### src/hdl/mips_settings.svh
`ifndef MIPS_SETTINGS_SVH
`define MIPS_SETTINGS_SVH

// datapath word width.
`define MIPS_XLEN 32

// register file index width.
`define MIPS_REG_W 5

// register written by jal.
`define MIPS_LINK_REG 31

`endif
### src/hdl/mips_ctrl_pkg.sv
`default_nettype none

`include "mips_settings.svh"

package mips_ctrl_pkg;

    typedef enum logic [3:0] {
        ALU_ADD  = 4'd0,
        ALU_SUB  = 4'd1,
        ALU_AND  = 4'd2,
        ALU_OR   = 4'd3,
        ALU_XOR  = 4'd4,
        ALU_NOR  = 4'd5,
        ALU_SLT  = 4'd6,
        ALU_SLTU = 4'd7,
        ALU_SLL  = 4'd8,
        ALU_SRL  = 4'd9,
        ALU_SRA  = 4'd10,
        ALU_LUI  = 4'd11
    } alu_op_e;

    // source of the final alu operation.
    typedef enum logic [1:0] {
        CLS_MEM    = 2'd0, // address add.
        CLS_BRANCH = 2'd1, // compare by subtract.
        CLS_RTYPE  = 2'd2, // from funct.
        CLS_IMM    = 2'd3  // from opcode.
    } alu_class_e;

    typedef enum logic [1:0] {
        EXT_SIGN  = 2'd0,
        EXT_ZERO  = 2'd1,
        EXT_UPPER = 2'd2
    } ext_e;

    typedef enum logic [1:0] {
        MEM_BYTE = 2'd0,
        MEM_HALF = 2'd1,
        MEM_WORD = 2'd2
    } mem_size_e;

    typedef struct packed {
        logic       mem_to_reg;  // wb.
        logic       write_reg;
        logic       mem_read;    // mem.
        logic       mem_write;
        logic       branch;
        logic       branch_ne;
        logic       signed_load;
        mem_size_e  mem_size;
        logic       reg_dest;    // ex.
        logic       alu_src;
        alu_class_e alu_class;
        ext_e       ext;
        logic       jump;
        logic       link;
        logic       illegal;
    } ctrl_t;

    typedef struct packed {
        alu_op_e funct_op;
        alu_op_e imm_op;
        logic    shamt_from_reg;
        logic    funct_illegal;
        logic    jump_reg;
        logic    link_reg;
    } alu_dec_t;

    typedef struct packed {
        ctrl_t                  ctrl;
        alu_op_e                alu_op;
        logic [`MIPS_REG_W-1:0] rs;
        logic [`MIPS_REG_W-1:0] rt;
        logic [`MIPS_REG_W-1:0] wr_reg;
        logic [4:0]             shamt;
        logic [`MIPS_XLEN-1:0]  imm;
        logic [25:0]            target;
    } id_ex_t;

endpackage

`default_nettype wire

### src/hdl/mips_isa_pkg.sv
`default_nettype none

`include "mips_settings.svh"

package mips_isa_pkg;

    localparam int IMM_W  = 16; // i-type immediate width.
    localparam int JTGT_W = 26; // j-type target width.

    typedef enum logic [5:0] {
        OP_R_TYPE = 6'b000000,
        OP_J      = 6'b000010,
        OP_JAL    = 6'b000011,
        OP_BEQ    = 6'b000100,
        OP_BNE    = 6'b000101,
        OP_ADDI   = 6'b001000,
        OP_ADDIU  = 6'b001001,
        OP_SLTI   = 6'b001010,
        OP_SLTIU  = 6'b001011,
        OP_ANDI   = 6'b001100,
        OP_ORI    = 6'b001101,
        OP_XORI   = 6'b001110,
        OP_LUI    = 6'b001111,
        OP_LB     = 6'b100000,
        OP_LH     = 6'b100001,
        OP_LW     = 6'b100011,
        OP_LBU    = 6'b100100,
        OP_LHU    = 6'b100101,
        OP_LWU    = 6'b100111,
        OP_SB     = 6'b101000,
        OP_SH     = 6'b101001,
        OP_SW     = 6'b101011
    } opcode_e;

    typedef enum logic [5:0] {
        FN_SLL  = 6'b000000,
        FN_SRL  = 6'b000010,
        FN_SRA  = 6'b000011,
        FN_SLLV = 6'b000100,
        FN_SRLV = 6'b000110,
        FN_SRAV = 6'b000111,
        FN_JR   = 6'b001000,
        FN_JALR = 6'b001001,
        FN_ADDU = 6'b100001,
        FN_SUBU = 6'b100011,
        FN_AND  = 6'b100100,
        FN_OR   = 6'b100101,
        FN_XOR  = 6'b100110,
        FN_NOR  = 6'b100111,
        FN_SLT  = 6'b101010,
        FN_SLTU = 6'b101011
    } funct_e;

    // immediate is the low 16 bits, jump target the low 26.
    typedef struct packed {
        opcode_e                opcode;
        logic [`MIPS_REG_W-1:0] rs;
        logic [`MIPS_REG_W-1:0] rt;
        logic [`MIPS_REG_W-1:0] rd;
        logic [4:0]             shamt;
        funct_e                 funct;
    } instr_t;

endpackage

`default_nettype wire

### src/hdl/decode_top.sv
`timescale 1ns/1ps
`default_nettype none

module decode_top (
    input  wire                       i_clk,
    input  wire                       i_arst_n,
    input  wire                       i_valid,
    output logic                      o_ready,
    input  wire mips_isa_pkg::instr_t i_instr,
    output logic                      o_valid,
    input  wire                       i_ready,
    output mips_ctrl_pkg::id_ex_t     o_id_ex
);
    import mips_ctrl_pkg::*;

    ctrl_t    ctrl;
    alu_dec_t alu_dec;

    // both decoders see the same instruction in parallel.
    control_unit u_control_unit (
        .i_instr (i_instr),
        .o_ctrl  (ctrl)
    );

    alu_control u_alu_control (
        .i_instr   (i_instr),
        .o_alu_dec (alu_dec)
    );

    id_ex_latch u_id_ex_latch (
        .i_clk     (i_clk),
        .i_arst_n  (i_arst_n),
        .i_valid   (i_valid),
        .i_instr   (i_instr),
        .i_ctrl    (ctrl),
        .i_alu_dec (alu_dec),
        .i_ready   (i_ready),
        .o_ready   (o_ready),
        .o_valid   (o_valid),
        .o_id_ex   (o_id_ex)
    );

endmodule

`default_nettype wire

### src/hdl/id_ex_latch.sv
`timescale 1ns/1ps
`default_nettype none

`include "mips_settings.svh"

module id_ex_latch (
    input  wire                         i_clk,
    input  wire                         i_arst_n,
    input  wire                         i_valid,
    input  wire mips_isa_pkg::instr_t   i_instr,
    input  wire mips_ctrl_pkg::ctrl_t   i_ctrl,
    input  wire mips_ctrl_pkg::alu_dec_t i_alu_dec,
    input  wire                         i_ready,
    output logic                        o_ready,
    output logic                        o_valid,
    output mips_ctrl_pkg::id_ex_t       o_id_ex
);
    import mips_isa_pkg::*;
    import mips_ctrl_pkg::*;

    logic [IMM_W-1:0]       imm;
    logic [`MIPS_XLEN-1:0]  imm_ext;
    logic [`MIPS_REG_W-1:0] wr_reg;
    ctrl_t                  ctrl;
    alu_op_e                alu_op;
    id_ex_t                 bundle_d;
    id_ex_t                 bundle_q;
    logic                   valid_q;

    assign imm = i_instr[IMM_W-1:0];

    always_comb begin
        case (i_ctrl.ext)
            EXT_ZERO:  imm_ext = {{(`MIPS_XLEN-IMM_W){1'b0}}, imm};
            EXT_UPPER: imm_ext = {imm, {(`MIPS_XLEN-IMM_W){1'b0}}};
            default:   imm_ext = {{(`MIPS_XLEN-IMM_W){imm[IMM_W-1]}}, imm};
        endcase
    end

    always_comb begin
        ctrl = i_ctrl;
        case (i_ctrl.alu_class)
            CLS_RTYPE:  alu_op = i_alu_dec.funct_op;
            CLS_IMM:    alu_op = i_alu_dec.imm_op;
            CLS_BRANCH: alu_op = ALU_SUB;
            default:    alu_op = ALU_ADD;
        endcase
        if (i_ctrl.alu_class == CLS_RTYPE) begin
            ctrl.illegal = i_ctrl.illegal | i_alu_dec.funct_illegal;
            ctrl.jump    = i_alu_dec.jump_reg;
            ctrl.link    = i_alu_dec.link_reg;
            if (i_alu_dec.jump_reg && !i_alu_dec.link_reg) begin
                ctrl.write_reg = 1'b0; // jr has no destination.
            end
        end
    end

    // jal links to the fixed register, jalr goes through rd.
    assign wr_reg = i_ctrl.link   ? `MIPS_REG_W'(`MIPS_LINK_REG) :
                    i_ctrl.reg_dest ? i_instr.rd : i_instr.rt;

    always_comb begin
        bundle_d.ctrl   = ctrl;
        bundle_d.alu_op = alu_op;
        bundle_d.rs     = i_instr.rs;
        bundle_d.rt     = i_instr.rt;
        bundle_d.wr_reg = wr_reg;
        bundle_d.shamt  = i_instr.shamt;
        bundle_d.imm    = imm_ext;
        bundle_d.target = i_instr[JTGT_W-1:0];
    end

    assign o_ready = !valid_q || i_ready; // empty or draining this cycle.

    always_ff @(posedge i_clk or negedge i_arst_n) begin
        if (!i_arst_n) begin
            valid_q <= 1'b0;
        end else if (o_ready) begin
            valid_q <= i_valid;
        end
    end

    always_ff @(posedge i_clk) begin
        if (i_valid && o_ready) begin
            bundle_q <= bundle_d;
        end
    end

    assign o_valid = valid_q;
    assign o_id_ex = bundle_q;

    a_hold: assert property (@(posedge i_clk) disable iff (!i_arst_n)
        o_valid && !i_ready |=> o_valid && $stable(o_id_ex))
        else $error("id_ex_latch: bundle changed under back-pressure");

endmodule

`default_nettype wire

### src/hdl/alu_control.sv
`timescale 1ns/1ps
`default_nettype none

module alu_control (
    input  wire mips_isa_pkg::instr_t i_instr,
    output mips_ctrl_pkg::alu_dec_t   o_alu_dec
);
    import mips_isa_pkg::*;
    import mips_ctrl_pkg::*;

    alu_dec_t dec;

    // funct side, meaningful only for r-type.
    always_comb begin
        dec.funct_op       = ALU_ADD;
        dec.shamt_from_reg = 1'b0;
        dec.funct_illegal  = 1'b0;
        dec.jump_reg       = 1'b0;
        dec.link_reg       = 1'b0;
        case (i_instr.funct)
            FN_ADDU: dec.funct_op = ALU_ADD;
            FN_SUBU: dec.funct_op = ALU_SUB;
            FN_AND:  dec.funct_op = ALU_AND;
            FN_OR:   dec.funct_op = ALU_OR;
            FN_XOR:  dec.funct_op = ALU_XOR;
            FN_NOR:  dec.funct_op = ALU_NOR;
            FN_SLT:  dec.funct_op = ALU_SLT;
            FN_SLTU: dec.funct_op = ALU_SLTU;
            FN_SLL:  dec.funct_op = ALU_SLL;
            FN_SRL:  dec.funct_op = ALU_SRL;
            FN_SRA:  dec.funct_op = ALU_SRA;
            FN_SLLV: begin
                dec.funct_op       = ALU_SLL;
                dec.shamt_from_reg = 1'b1; // amount from rs.
            end
            FN_SRLV: begin
                dec.funct_op       = ALU_SRL;
                dec.shamt_from_reg = 1'b1;
            end
            FN_SRAV: begin
                dec.funct_op       = ALU_SRA;
                dec.shamt_from_reg = 1'b1;
            end
            FN_JR: begin
                dec.jump_reg = 1'b1;
            end
            FN_JALR: begin
                dec.jump_reg = 1'b1;
                dec.link_reg = 1'b1;
            end
            default: dec.funct_illegal = 1'b1;
        endcase
    end

    // opcode side for immediate alu instructions.
    always_comb begin
        case (i_instr.opcode)
            OP_ADDI, OP_ADDIU: dec.imm_op = ALU_ADD;
            OP_ANDI:           dec.imm_op = ALU_AND;
            OP_ORI:            dec.imm_op = ALU_OR;
            OP_XORI:           dec.imm_op = ALU_XOR;
            OP_SLTI:           dec.imm_op = ALU_SLT;
            OP_SLTIU:          dec.imm_op = ALU_SLTU;
            OP_LUI:            dec.imm_op = ALU_LUI;
            default:           dec.imm_op = ALU_ADD;
        endcase
    end

    assign o_alu_dec = dec;

endmodule

`default_nettype wire

### src/hdl/control_unit.sv
`timescale 1ns/1ps
`default_nettype none

module control_unit (
    input  wire mips_isa_pkg::instr_t i_instr,
    output mips_ctrl_pkg::ctrl_t      o_ctrl
);
    import mips_isa_pkg::*;
    import mips_ctrl_pkg::*;

    ctrl_t ctrl;

    always_comb begin
        ctrl = '0; // unknown opcodes keep everything cleared.
        case (i_instr.opcode)
            OP_R_TYPE: begin
                ctrl.reg_dest  = 1'b1;
                ctrl.write_reg = 1'b1;
                ctrl.alu_class = CLS_RTYPE;
            end
            OP_LB, OP_LH, OP_LW, OP_LBU, OP_LHU, OP_LWU: begin
                ctrl.mem_read   = 1'b1;
                ctrl.mem_to_reg = 1'b1;
                ctrl.write_reg  = 1'b1;
                ctrl.alu_src    = 1'b1;
                ctrl.alu_class  = CLS_MEM;
                ctrl.ext        = EXT_SIGN;
                ctrl.signed_load = (i_instr.opcode == OP_LB) ||
                                   (i_instr.opcode == OP_LH) ||
                                   (i_instr.opcode == OP_LW);
                if (i_instr.opcode == OP_LB || i_instr.opcode == OP_LBU) begin
                    ctrl.mem_size = MEM_BYTE;
                end else if (i_instr.opcode == OP_LH || i_instr.opcode == OP_LHU) begin
                    ctrl.mem_size = MEM_HALF;
                end else begin
                    ctrl.mem_size = MEM_WORD;
                end
            end
            OP_SB, OP_SH, OP_SW: begin
                ctrl.mem_write = 1'b1;
                ctrl.alu_src   = 1'b1;
                ctrl.alu_class = CLS_MEM;
                ctrl.ext       = EXT_SIGN;
                if (i_instr.opcode == OP_SB) begin
                    ctrl.mem_size = MEM_BYTE;
                end else if (i_instr.opcode == OP_SH) begin
                    ctrl.mem_size = MEM_HALF;
                end else begin
                    ctrl.mem_size = MEM_WORD;
                end
            end
            OP_BEQ, OP_BNE: begin
                ctrl.branch    = 1'b1;
                ctrl.branch_ne = (i_instr.opcode == OP_BNE);
                ctrl.alu_class = CLS_BRANCH;
                ctrl.ext       = EXT_SIGN; // word offset.
            end
            OP_ADDI, OP_ADDIU, OP_SLTI, OP_SLTIU: begin
                ctrl.alu_src   = 1'b1;
                ctrl.write_reg = 1'b1;
                ctrl.alu_class = CLS_IMM;
                ctrl.ext       = EXT_SIGN;
            end
            OP_ANDI, OP_ORI, OP_XORI: begin
                ctrl.alu_src   = 1'b1;
                ctrl.write_reg = 1'b1;
                ctrl.alu_class = CLS_IMM;
                ctrl.ext       = EXT_ZERO; // logical ops take raw bits.
            end
            OP_LUI: begin
                ctrl.alu_src   = 1'b1;
                ctrl.write_reg = 1'b1;
                ctrl.alu_class = CLS_IMM;
                ctrl.ext       = EXT_UPPER;
            end
            OP_J, OP_JAL: begin
                ctrl.jump      = 1'b1;
                ctrl.link      = (i_instr.opcode == OP_JAL);
                ctrl.write_reg = (i_instr.opcode == OP_JAL); // return address.
            end
            default: begin
                ctrl.illegal = 1'b1;
            end
        endcase
    end

    assign o_ctrl = ctrl;

endmodule

`default_nettype wire

### config.mk
export PLATFORM = sky130hd
export DESIGN_NAME = decode_top
export DESIGN_NICKNAME = d
export VERILOG_FILES = /design/src/hdl/mips_ctrl_pkg.sv /design/src/hdl/mips_isa_pkg.sv /design/src/hdl/decode_top.sv /design/src/hdl/id_ex_latch.sv /design/src/hdl/alu_control.sv /design/src/hdl/control_unit.sv
export VERILOG_INCLUDE_DIRS = /design/src /design/src/hdl
export SDC_FILE = /design/constraint.sdc
export NUM_CORES = 1
export LEC_CHECK = 0
export ABC_AREA = 0
export ABC_CLOCK_PERIOD_IN_PS = 4000
export BUFFER_PORTS_ARGS = -buffer_cell sky130_fd_sc_hd__buf_2
export CAP_MARGIN = 5
export CORE_AREA = 2 2 123 125
export CTS_BUF_LIST = sky130_fd_sc_hd__clkbuf_16
export DETAILED_ROUTE_END_ITERATION = 10
export DIE_AREA = 0 0 125 127
export SYNTH_ARGS = -nofsm -noshare
export SYNTH_HDL_FRONTEND = slang
export SYNTH_SLANG_ARGS = --single-unit
### constraint.sdc
create_clock -name i_clk -period 4 [get_ports i_clk]
set_clock_uncertainty 0.15 [all_clocks]
set_input_delay 0.2 -clock i_clk [delete_from_list [all_inputs] [get_ports i_clk]]
set_output_delay 0.2 -clock i_clk [all_outputs]
set_load 0.02 [all_outputs]
[Word-level counts from Yosys, hierarchy flattened]
Memories as Yosys holds them, arrays and structs flattened.
Cells that the tools add are included.
Word-level totals
  register bits: 100
  ROM bits: 64
  input port bits: 36
  output and inout bits: 102
  memories: 1
Memory list
  (name not given): words 16, bits a word 4, rd ports 1, clocked after memory_dff 0, write ports 0, line alu_control.sv:57  | case (i_instr.opcode)
Cells by class
  equality and inequality tests: 41
  muxes and demuxes: 26
  bitwise operators: 1
  reduce and logical (&&, ||, !) cells: 26
Operators with widths (count)
  $eq 6x6->1 const B: 17
  $pmux 32 s2: 1
  $eq 6x4->1 const B: 10
  $pmux 4 s10: 1
  $eq 6x3->1 const B: 5
  $eq 6x2->1 const B: 4
  $reduce_or 22->1: 1
  $reduce_or 17->1: 1
  $reduce_or 16->1: 1
  $reduce_or 15->1: 1
  $logic_not 6->1: 2
  $mux 2: 6
  $pmux 4 s3: 1
  $reduce_or 2->1: 6
  $mux 1: 10
  $pmux 2 s2: 2
  $reduce_or 8->1: 1
  $eq 2x2->1 const B: 3
  $pmux 2 s3: 1
  $reduce_or 3->1: 2
  $reduce_or 6->1: 1
  $logic_or 1x1->1: 5
  $mux 5: 1
  $eq 2x1->1 const B: 2
  7 further kinds: 9

[Logic depth before layout (Yosys ltp)]
  depth in word-level cells: 6
  mapped depth: 9
  gate-level depth less buffers: 6

[Cells and area by module]
A second synthesis with hierarchy kept.
Second synthesis, totals
  cell total of the unflattened synthesis: 259
  area, all modules: 3754.9 µm²
By module, submodules not included
  id_ex_latch: times used 1, cells an instance 175, area an instance 3245.6 µm², seq. area each 2577.5 µm²
  control_unit: times used 1, cells an instance 45, area an instance 255.2 µm², seq. area each 0.0 µm²
  alu_control: times used 1, cells an instance 39, area an instance 254.0 µm², seq. area each 0.0 µm²

[Worst setup path before layout]
OpenSTA, ideal clock, no wires.
  path kind: register to register
  start point: register u_id_ex_latch.valid_q, in the netlist u_id_ex_latch.o_valid
  end point: register u_id_ex_latch.bundle_q (netlist bit u_id_ex_latch.o_id_ex[0]), enable pin
  setup time: 0.451 ns
  arrival: 2.699 ns
  data required time: 3.399 ns
  slack: 0.699 ns
  cell stages (with the launch flop): 3
  path through: dfrtp_1 -> nand2b_1 -> and2_1
Between the ends
  word-level cells in the longest chain between the ends: 3
RTL lines
  start: declaration: line id_ex_latch.sv:28  | logic valid_q;
  start signal: assignment: line id_ex_latch.sv:79  | valid_q <= i_valid;
  $logic_not 1->1: line id_ex_latch.sv:73  | assign o_ready = !valid_q || i_ready;
  $logic_or 1x1->1: line id_ex_latch.sv:73
  named net o_ready: line decode_top.sv:8  | output logic o_ready,
  $logic_and 1x1->1: line id_ex_latch.sv:84  | if (i_valid && o_ready) begin
  end signal: assignment: line id_ex_latch.sv:85  | bundle_q <= bundle_d;
  end: declaration: line id_ex_latch.sv:27  | id_ex_t bundle_q;
The timed path passes the listed nets, and every way through them passes these cells.
A chain may end at the register's enable or synchronous reset.

==> flow_metrics.tcl <==
set metrics [dict create \
    status "complete, no violations" \
    maxCapViolations 0 \
    fp.coreArea_um2 14400 \
    final_cell_mix "137 x buf_2, 84 x edfxtp_1, 24 x dlygate4sd3_1" \
    cp.required_ns 3.94 \
    met1_usage_pct 14.6 \
    startpoint_type "primary input" \
    dp_cells 549 \
    routed_wl_um 9110 \
    dpl.hpwl_um 6300 \
    drive_gt1_share_pct 39.6 \
    port_buffers 137 \
    synthFlopType "edfxtp_1" \
    cpMaxStageDelayCell "or3_4" \
    vias 2525 \
    cts_setup_buffers 0 \
    ios 138 \
    layout_setup_ws_ns 1.85 \
    wl_per_cell_um 15.5 \
    clock-sinks 85 \
    final.setup.tns_ns 0 \
    ys_warn_count 0 \
    syn_inst 255 \
    hold_buffers 24 \
    cts_tree "built" \
    synth_edf_count 84 \
    die_w_um 125 \
    place.gp.congestion 0.782 \
    worst_slew_pin_slew_ns 0.834 \
    drc_errors 0 \
    mostFrequentLayoutCell "buf_2" \
    path_cells "buf_2, or2_2, or3_4, ha_1, and2_1, a21o_1" \
    hold_ws_ns 0.0446 \
    critPathMaxFanout 15 \
    antenna_found_initial 0 \
    vias_per_cell 4.29 \
    start_util_pct 24.9 \
    cts.repair.resized 0 \
    diodes 0 \
    peakVddDrop_mv 0.154 \
    fin_crit_ns 2.15 \
    regArea_um2 2550 \
    slew_headroom_pct 44.4 \
    areaGrowthSynthToFinish_pct 35.4 \
    drtIter0Drc 163 \
    dieArea_um2 15900 \
    ys_seq_elements 85 \
    slowest_delay_ns 0.41 \
    p_leak_nw 2.05 \
    multiInputGateArea_um2 812 \
    first_pass_iters 4 \
    critPathKind "primary input to register" \
    hold_viol_final 0 \
    syn-cell-area_um2 3590 \
    grt_max_degree 65 \
    clockBufferDepth 2 \
    setup_viol 0 \
    rsz0062_at_grt "no" \
    r2r_cells 3 \
    cts-htree-levels 3 \
    hp-class "primary input to register" \
    synth_nets 294 \
    met3_usage_pct 3.43 \
    grt-busiest-layer "met2" \
    grt_pass1_vias 2411 \
    whs_path_depth 1 \
    dp_slack_ns 1.48 \
    yosysSeqAreaShare_pct 70.9 \
    die_h_um 127 \
    drv_slew 0 \
    clock_latency_ns 0.34 \
    clock.fmax_ghz 0.465 \
    cts-root-buf "clkbuf_16" \
    grt_pass1_wl_um 13400 \
    num_rows 44 \
    cp.arrival_ns 2.09 \
    ant_nets 0 \
    cts-buffers-inserted 9 \
    clkTransAtPathRegs_ns 0.06 \
    syn_area_per_cell_um2 14.1 \
    grt-ovfl-total 0 \
    fillerInstances 1461 \
    grt_use_total_pct 11.3 \
    gr-usage-met2_pct 17.6 \
    cp-end-kind "register" \
    ys_types 43 \
    fin_total_pwr_mw 2.13 \
    layout.nets 439 \
    fin_crit_sh_pct 53.8 \
    stdcell_count 588 \
    ys_async_sr_fraction_pct 1.18 \
    p_per_area_nw_per_um2 439 \
]
-- metal layers --
layer  vias up  part of all wire (%)  wire length, um
li1       1207                     -                -
met1      1212                    44             3980
met2        92                    48             4340
met3        14                   6.9              626
met4         0                   1.8              163
met5         -                     0                0
-- power by group --
group	switching (mW)	total [mW]	internal (mW)
combinational	0.176	0.268	0.0923
sequential	0.0135	1.05	1.04
clock	0.333	0.813	0.480
-- state kept, by name, indices dropped and copies added (netlist names) --
name / count
u_id_ex_latch.o_id_ex: 84
u_id_ex_latch.o_valid: 1
-- cell type report --
| cell class | count | share of cell area, % |
|---|---|---|
| Sequential cell | 85 | 52.4 |
| Timing Repair Buffer | 164 | 19.5 |
| Multi-Input combinational cell | 131 | 16.7 |
| Tap cell | 184 | 4.74 |
| Clock buffer | 9 | 4.63 |
| Clock inverter | 6 | 1.31 |
| Inverter | 9 | 0.695 |
-- synthesized netlist by cell type (4+ instances only) --
cell type   n  area [um^2]
inv_1       8         30.0
buf_4      16          120
nor2_1     14         52.6
nand2b_1    5         31.3
nor2b_1    19          119
a21oi_1     4         20.0
buf_2       4         20.0
clkbuf_1    7         26.3
edfxtp_1   84         2520
nand2_1    22         82.6
nand3_1     7         35.0
a21o_1     16          120
-- kinds of logic (layout without fill, tap and decap cells) --
logic type | Yosys count | count (layout) | share of synthesized area [%]
fa+ha+maj | 3 | 3 | 1.05
xor+xnor | 1 | 1 | 0.244
simple gates | 88 | 88 | 13.2
compound gates | 38 | 38 | 7.77
buf+inv | 39 | 188 | 6.52
flops | 85 | 85 | 70.9
mux | 1 | 1 | 0.279
-- stage by stage --
stage                     area (um^2)  util [%]
final                            4860      33.7
after global routing             4860      33.7
after CTS                        4860      33.7
after detailed placement         4330      30.0
after global placement           4330      30.0
after floorplan                  3590         -
-- worst paths after layout --
path                                              startpoint                                   to  slack [ns]
max                                              i_instr[31]  u_id_ex_latch.o_id_ex[50]$_DFFE_PP_        1.85
min                                               i_instr[0]   u_id_ex_latch.o_id_ex[0]$_DFFE_PP_        0.04
max reg2reg                u_id_ex_latch.o_valid$_DFFE_PN0N_  u_id_ex_latch.o_id_ex[25]$_DFFE_PP_        1.89
min reg2reg                u_id_ex_latch.o_valid$_DFFE_PN0N_    u_id_ex_latch.o_valid$_DFFE_PN0N_        0.93
max in group asynchronous                           i_arst_n    u_id_ex_latch.o_valid$_DFFE_PN0N_        3.07
min in group asynchronous                           i_arst_n    u_id_ex_latch.o_valid$_DFFE_PN0N_        0.53
-- critical path: cells and delay by family --
family | cells | cell delay (ns)
AO/OA/AOI/OAI | 1 | 0.25
AND/OR/NAND/NOR | 3 | 1.14
adder cells (fa/ha/maj) | 1 | 0.34
buffers and inverters | 1 | 0.16
(Power assumes the default switching activity.)
